--- src/common/hififo_pkg.sv ---
// hififo shared package: sizes, completion and request structs, arbiter states.

package hififo_pkg;

   // default channel count used by the top level.
   localparam int NUM_FIFOS_DEFAULT = 2;

   // reorder buffer geometry per channel.
   localparam int BLOCKS = 8; // blocks per channel.
   localparam int QWORDS_PER_BLOCK = 64; // 512 bytes per block.
   localparam int BLOCK_BITS = $clog2(BLOCKS); // block number width.
   localparam int INDEX_BITS = $clog2(QWORDS_PER_BLOCK); // quadword index width.

   // request flow limits.
   localparam int MAX_OUTSTANDING = 6; // requested but not yet read out.
   localparam int HOLDOFF_CYCLES = 3; // quiet cycles after an accept.

   // read completion, one quadword per beat.
   // tag[7:4] is the fifo number.
   // tag[2:0] is the block inside that fifo.
   typedef struct packed {
      logic valid; // one beat present.
      logic [7:0] tag; // fifo and block.
      logic [INDEX_BITS-1:0] index; // quadword inside the block.
      logic [63:0] data; // payload.
   } rc_t;

   // read request toward the host.
   // tag uses the same layout as rc_t.
   typedef struct packed {
      logic valid; // request shown.
      logic [7:0] tag; // fifo and block.
   } rr_t;

   // arbiter states.
   typedef enum logic {
      ARB_IDLE, // looking for the next requester.
      ARB_HOLD // request shown and waiting for accept.
   } arb_state_e;

endpackage

--- src/design/read_request_arbiter.sv ---
// read_request_arbiter: round-robin choice of one channel's read request for the host port.

`timescale 1ns/1ns

module read_request_arbiter #(
   parameter int NUM_FIFOS = hififo_pkg::NUM_FIFOS_DEFAULT
) (
   input  logic clock,
   input  logic i_rst,
   input  logic [NUM_FIFOS-1:0] i_req,
   input  logic [NUM_FIFOS-1:0][hififo_pkg::BLOCK_BITS-1:0] i_req_block,
   input  logic i_rr_ready,
   output logic [NUM_FIFOS-1:0] o_grant,
   output hififo_pkg::rr_t o_rr
);

   localparam int SEL_BITS = (NUM_FIFOS > 1) ? $clog2(NUM_FIFOS) : 1;

   hififo_pkg::arb_state_e state;
   logic [SEL_BITS-1:0] sel; // shown channel, then last granted.
   logic [SEL_BITS-1:0] pick; // next requester in rotation.
   logic found;

   // search starts one past the last granted channel.
   always_comb begin
      pick = sel;
      found = 1'b0;
      for (int k = 1; k <= NUM_FIFOS; k++) begin
         if (!found && i_req[(int'(sel) + k) % NUM_FIFOS]) begin
            pick = SEL_BITS'((int'(sel) + k) % NUM_FIFOS);
            found = 1'b1;
         end
      end
   end

   always_ff @(posedge clock) begin
      if (i_rst) begin
         state <= hififo_pkg::ARB_IDLE;
         sel <= SEL_BITS'(NUM_FIFOS - 1); // channel 0 goes first.
      end else begin
         case (state)
            hififo_pkg::ARB_IDLE: begin
               if (found) begin
                  sel <= pick;
                  state <= hififo_pkg::ARB_HOLD;
               end
            end
            hififo_pkg::ARB_HOLD: begin
               if (i_rr_ready)
                  state <= hififo_pkg::ARB_IDLE; // accepted.
            end
            default: state <= hififo_pkg::ARB_IDLE;
         endcase
      end
   end

   always_comb begin
      o_grant = '0;
      if ((state == hififo_pkg::ARB_HOLD) && i_rr_ready)
         o_grant[sel] = 1'b1; // one-cycle accept strobe.
   end

   assign o_rr.valid = (state == hififo_pkg::ARB_HOLD);
   assign o_rr.tag = {4'(sel), 1'b0, i_req_block[sel]};

   // grant goes to one channel at most, and only to one still asking.
   a_grant_onehot: assert property (
      @(posedge clock) disable iff (i_rst)
      $onehot0(o_grant) && ((o_grant & ~i_req) == '0)
   ) else $error("read_request_arbiter: grant not one-hot or not requested");

   // channel keeps its block steady until the host takes it.
   a_rr_stable: assert property (
      @(posedge clock) disable iff (i_rst)
      (o_rr.valid && !i_rr_ready) |=> (o_rr.valid && $stable(o_rr.tag))
   ) else $error("read_request_arbiter: request changed before accept");

endmodule

--- config.mk ---
export PLATFORM = sky130hd
export DESIGN_NAME = read_request_arbiter
export DESIGN_NICKNAME = d
export VERILOG_FILES = /design/src/common/hififo_pkg.sv /design/src/design/read_request_arbiter.sv
export SDC_FILE = /design/constraint.sdc
export NUM_CORES = 1
export LEC_CHECK = 0
export BUFFER_PORTS_ARGS = -buffer_cell sky130_fd_sc_hd__buf_4
export CAP_MARGIN = 30
export CORE_AREA = 5 5 42 44
export CTS_CLUSTER_DIAMETER = 80
export DETAILED_ROUTE_END_ITERATION = 10
export DIE_AREA = 0 0 47 49
export GPL_ROUTABILITY_DRIVEN = 0
export MAX_ROUTING_LAYER = met4
export PLACE_DENSITY_LB_ADDON = 0.3
export SYNTH_ARGS = -nofsm -noshare
export SYNTH_HDL_FRONTEND = slang
export SYNTH_SLANG_ARGS = --single-unit
--- constraint.sdc ---
create_clock -name clock -period 1.8 [get_ports clock]
set_input_delay 0.27 -clock clock [delete_from_list [all_inputs] [get_ports clock]]
set_output_delay 0.27 -clock clock [all_outputs]
set_load 0.02 [all_outputs]
==> impl_metrics.env <==
export IMPL_grt_overflow=0
export IMPL_holdBufCountCts=0
export IMPL_cts_resized=0
export IMPL_fin_cells=54
export IMPL_vias=192
export IMPL_nets=51
export IMPL_clk_latency_ns=0.23
export IMPL_cp_end_kind="output pin"
export IMPL_wl_met3_microns=79
export IMPL_syn_inst=22
export IMPL_diodes=0
export IMPL_cts_buffer_depth=2
export IMPL_portBuffers=17
export IMPL_seq_area_frac_synth_pct=20.5
export IMPL_status="completed"
export IMPL_cp_slowest_stage_delay_ns=0.50
export IMPL_hold_path_class="primary input to flop"
export IMPL_boundaryPins=22
export IMPL_antenna_found_initial=0
export IMPL_start_util_pct=13.9
export IMPL_criticalPathCategory="flop to output pin"
export IMPL_critPathSlowestCell="dfxtp_1"
export IMPL_holdWs_ns=0.224
export IMPL_start_kind="flop"
export IMPL_first_global_vias=180
export IMPL_fin_ws_ns=0.318
export IMPL_finalHoldViolCount=0
export IMPL_hold_depth=2
export IMPL_area_delta_synth_final_pct=64.1
export IMPL_finalCritPeriodShare_pct=82.3
export IMPL_cts_buffers=3
export IMPL_met2WireLength_microns=246
export IMPL_grt_first_pass_wirelength_microns=752
export IMPL_arrival_ns=1.21
export IMPL_ys_warn_count=0
export IMPL_clockRootBuffer="clkbuf_4"
export IMPL_first_pass_iters=2
export IMPL_report_final_setup_viol=0
export IMPL_fin_skew_ns=0.000650
export IMPL_post_cts_buffers=0
export IMPL_die_h_microns=49
export IMPL_drcViolationCount=0
export IMPL_maxCapViolations=0
export IMPL_cp_data_required_time_ns=1.53
export IMPL_worstHoldStart="i_rst"
export IMPL_finalWirelength_microns=517
export IMPL_antenna_left=0
export IMPL_core_area_sq_um=1400
export IMPL_synth_seq_cells=2
export IMPL_final_max_slew_violation_count=0
export IMPL_rows=14
export IMPL_rsz0062_at_grt="no"
export IMPL_crit_chain="mux2_4, buf_4"
export IMPL_syn_area_per_cell_sq_um=8.87
export IMPL_cts_htree_levels=1
export IMPL_drive_gt1_share_pct=63.2
export IMPL_cts_clk_slew_worst_paths_ns=0.03
export IMPL_track_usage_pct=5.48
export IMPL_rrSetupSlack_ns=0.99
export IMPL_fp_dieW_microns=47
export IMPL_period_needed_ns=1.48
export IMPL_synth_cell_types=12
export IMPL_cp_max_fo=8
export IMPL_crit_start="sel"
export IMPL_r2r_end="sel"
export IMPL_cts_tree="done"
export IMPL_min_to="state"
export IMPL_dp_cells=51
export IMPL_power_leakage_nw=0.171
export IMPL_r2r_start="sel"
export IMPL_place_ws_ns=0.549
export IMPL_top_layer_used="met4"
export IMPL_fmax_mhz=675
export IMPL_syn_cell_area_sq_um=195
export IMPL_wl_met1_microns=181
export IMPL_vias_per_cell=3.56
export IMPL_grt_max_degree=9
export IMPL_die_area_sq_um=2300
export IMPL_cts_sinks=2
export IMPL_setup_tns_ns=0
export IMPL_power_density_nw_per_um2=753
export IMPL_peakVddDrop_uv=203
export IMPL_first_iter_violations=3
export IMPL_wire_per_inst_microns=9.57
export IMPL_rr_worst_depth=2
[registers in the layout, indices dropped and copies added (netlist names)]
signal / flops
sel: 1
state: 1
[Yosys cell counts]
cell type / count / area [sq um]
a211oi_1: 1 / 7.51
mux2_4: 3 / 45.0
nand2_1: 1 / 3.75
buf_6: 1 / 11.3
dfxtp_1: 2 / 40.0
buf_4: 6 / 45.0
nand2b_1: 1 / 6.26
nor2_1: 3 / 11.3
a32oi_1: 1 / 8.76
nor3_1: 1 / 5.00
and3_2: 1 / 7.51
conb_1: 1 / 3.75
[cell type report]
cell class              count  area (sq um)
multi-input cells          16           110
well taps                  16          20.0
repair buffers             17           128
clock buffers               3          22.5
fillers                   172          1080
flip-flops and latches      2          40.0
[per-layer routing]
| layer | track usage, % | up-vias |
|---|---|---|
| met5 | - | - |
| met4 | 5.53 | 0 |
| met3 | 5.17 | 2 |
| li1 | - | 97 |
| met1 | 5.03 | 79 |
| met2 | 6.11 | 14 |
[power breakdown]
group | leakage, nW | internal, W | switching [W]
Combinational | 0.140 | 0.0000446 | 0.0000377
Sequential | 0.0167 | 0.0000489 | 0.00000862
Clock | 0.0138 | 0.0000736 | 0.0000279
[placed cells by master (no fill, tap or decap)]
cell type	count
buf_4	17
conb_1	4
mux2_4	3
nor2_1	3
clkbuf_4	3
dfxtp_1	2
and3_2	1
nand2_1	1
nand2b_1	1
a32oi_1	1
nor3_1	1
a211oi_1	1
[kinds of logic after synthesis]
logic type / share of synthesized area, %
AO/OA/AOI/OAI: 8.34
buffers and inverters: 28.8
flip-flops: 20.5
multiplexers: 23.1
other: 1.92
AND/OR/NAND/NOR: 17.3
[stage by stage]
stage | utilization, % | cell area (sq um) | power [W]
after floorplan | - | 206 | 0.000118
after global placement | 21.3 | 298 | 0.000141
after detailed placement | 21.3 | 298 | 0.000141
after CTS | 22.9 | 320 | 0.000250
after global routing | 22.9 | 320 | 0.000264
final | 22.9 | 320 | 0.000241
[worst max-delay path: cells and delay by family, from the launching register on]
family                 cells  cell delay, ns
buffers and inverters      1            0.16
multiplexers               1            0.33
flip-flops                 1            0.50
[worst max-delay path by stage]
stage               to  cells past startpoint
2_1_floorplan  o_rr[0]                      2
3_3_place_gp   o_rr[0]                      2
3_5_place_dp   o_rr[0]                      2
4_1_cts        o_rr[0]                      2
5_1_grt        o_rr[0]                      2
6_report       o_rr[0]                      2
Power figures use the tool's default switching activity.
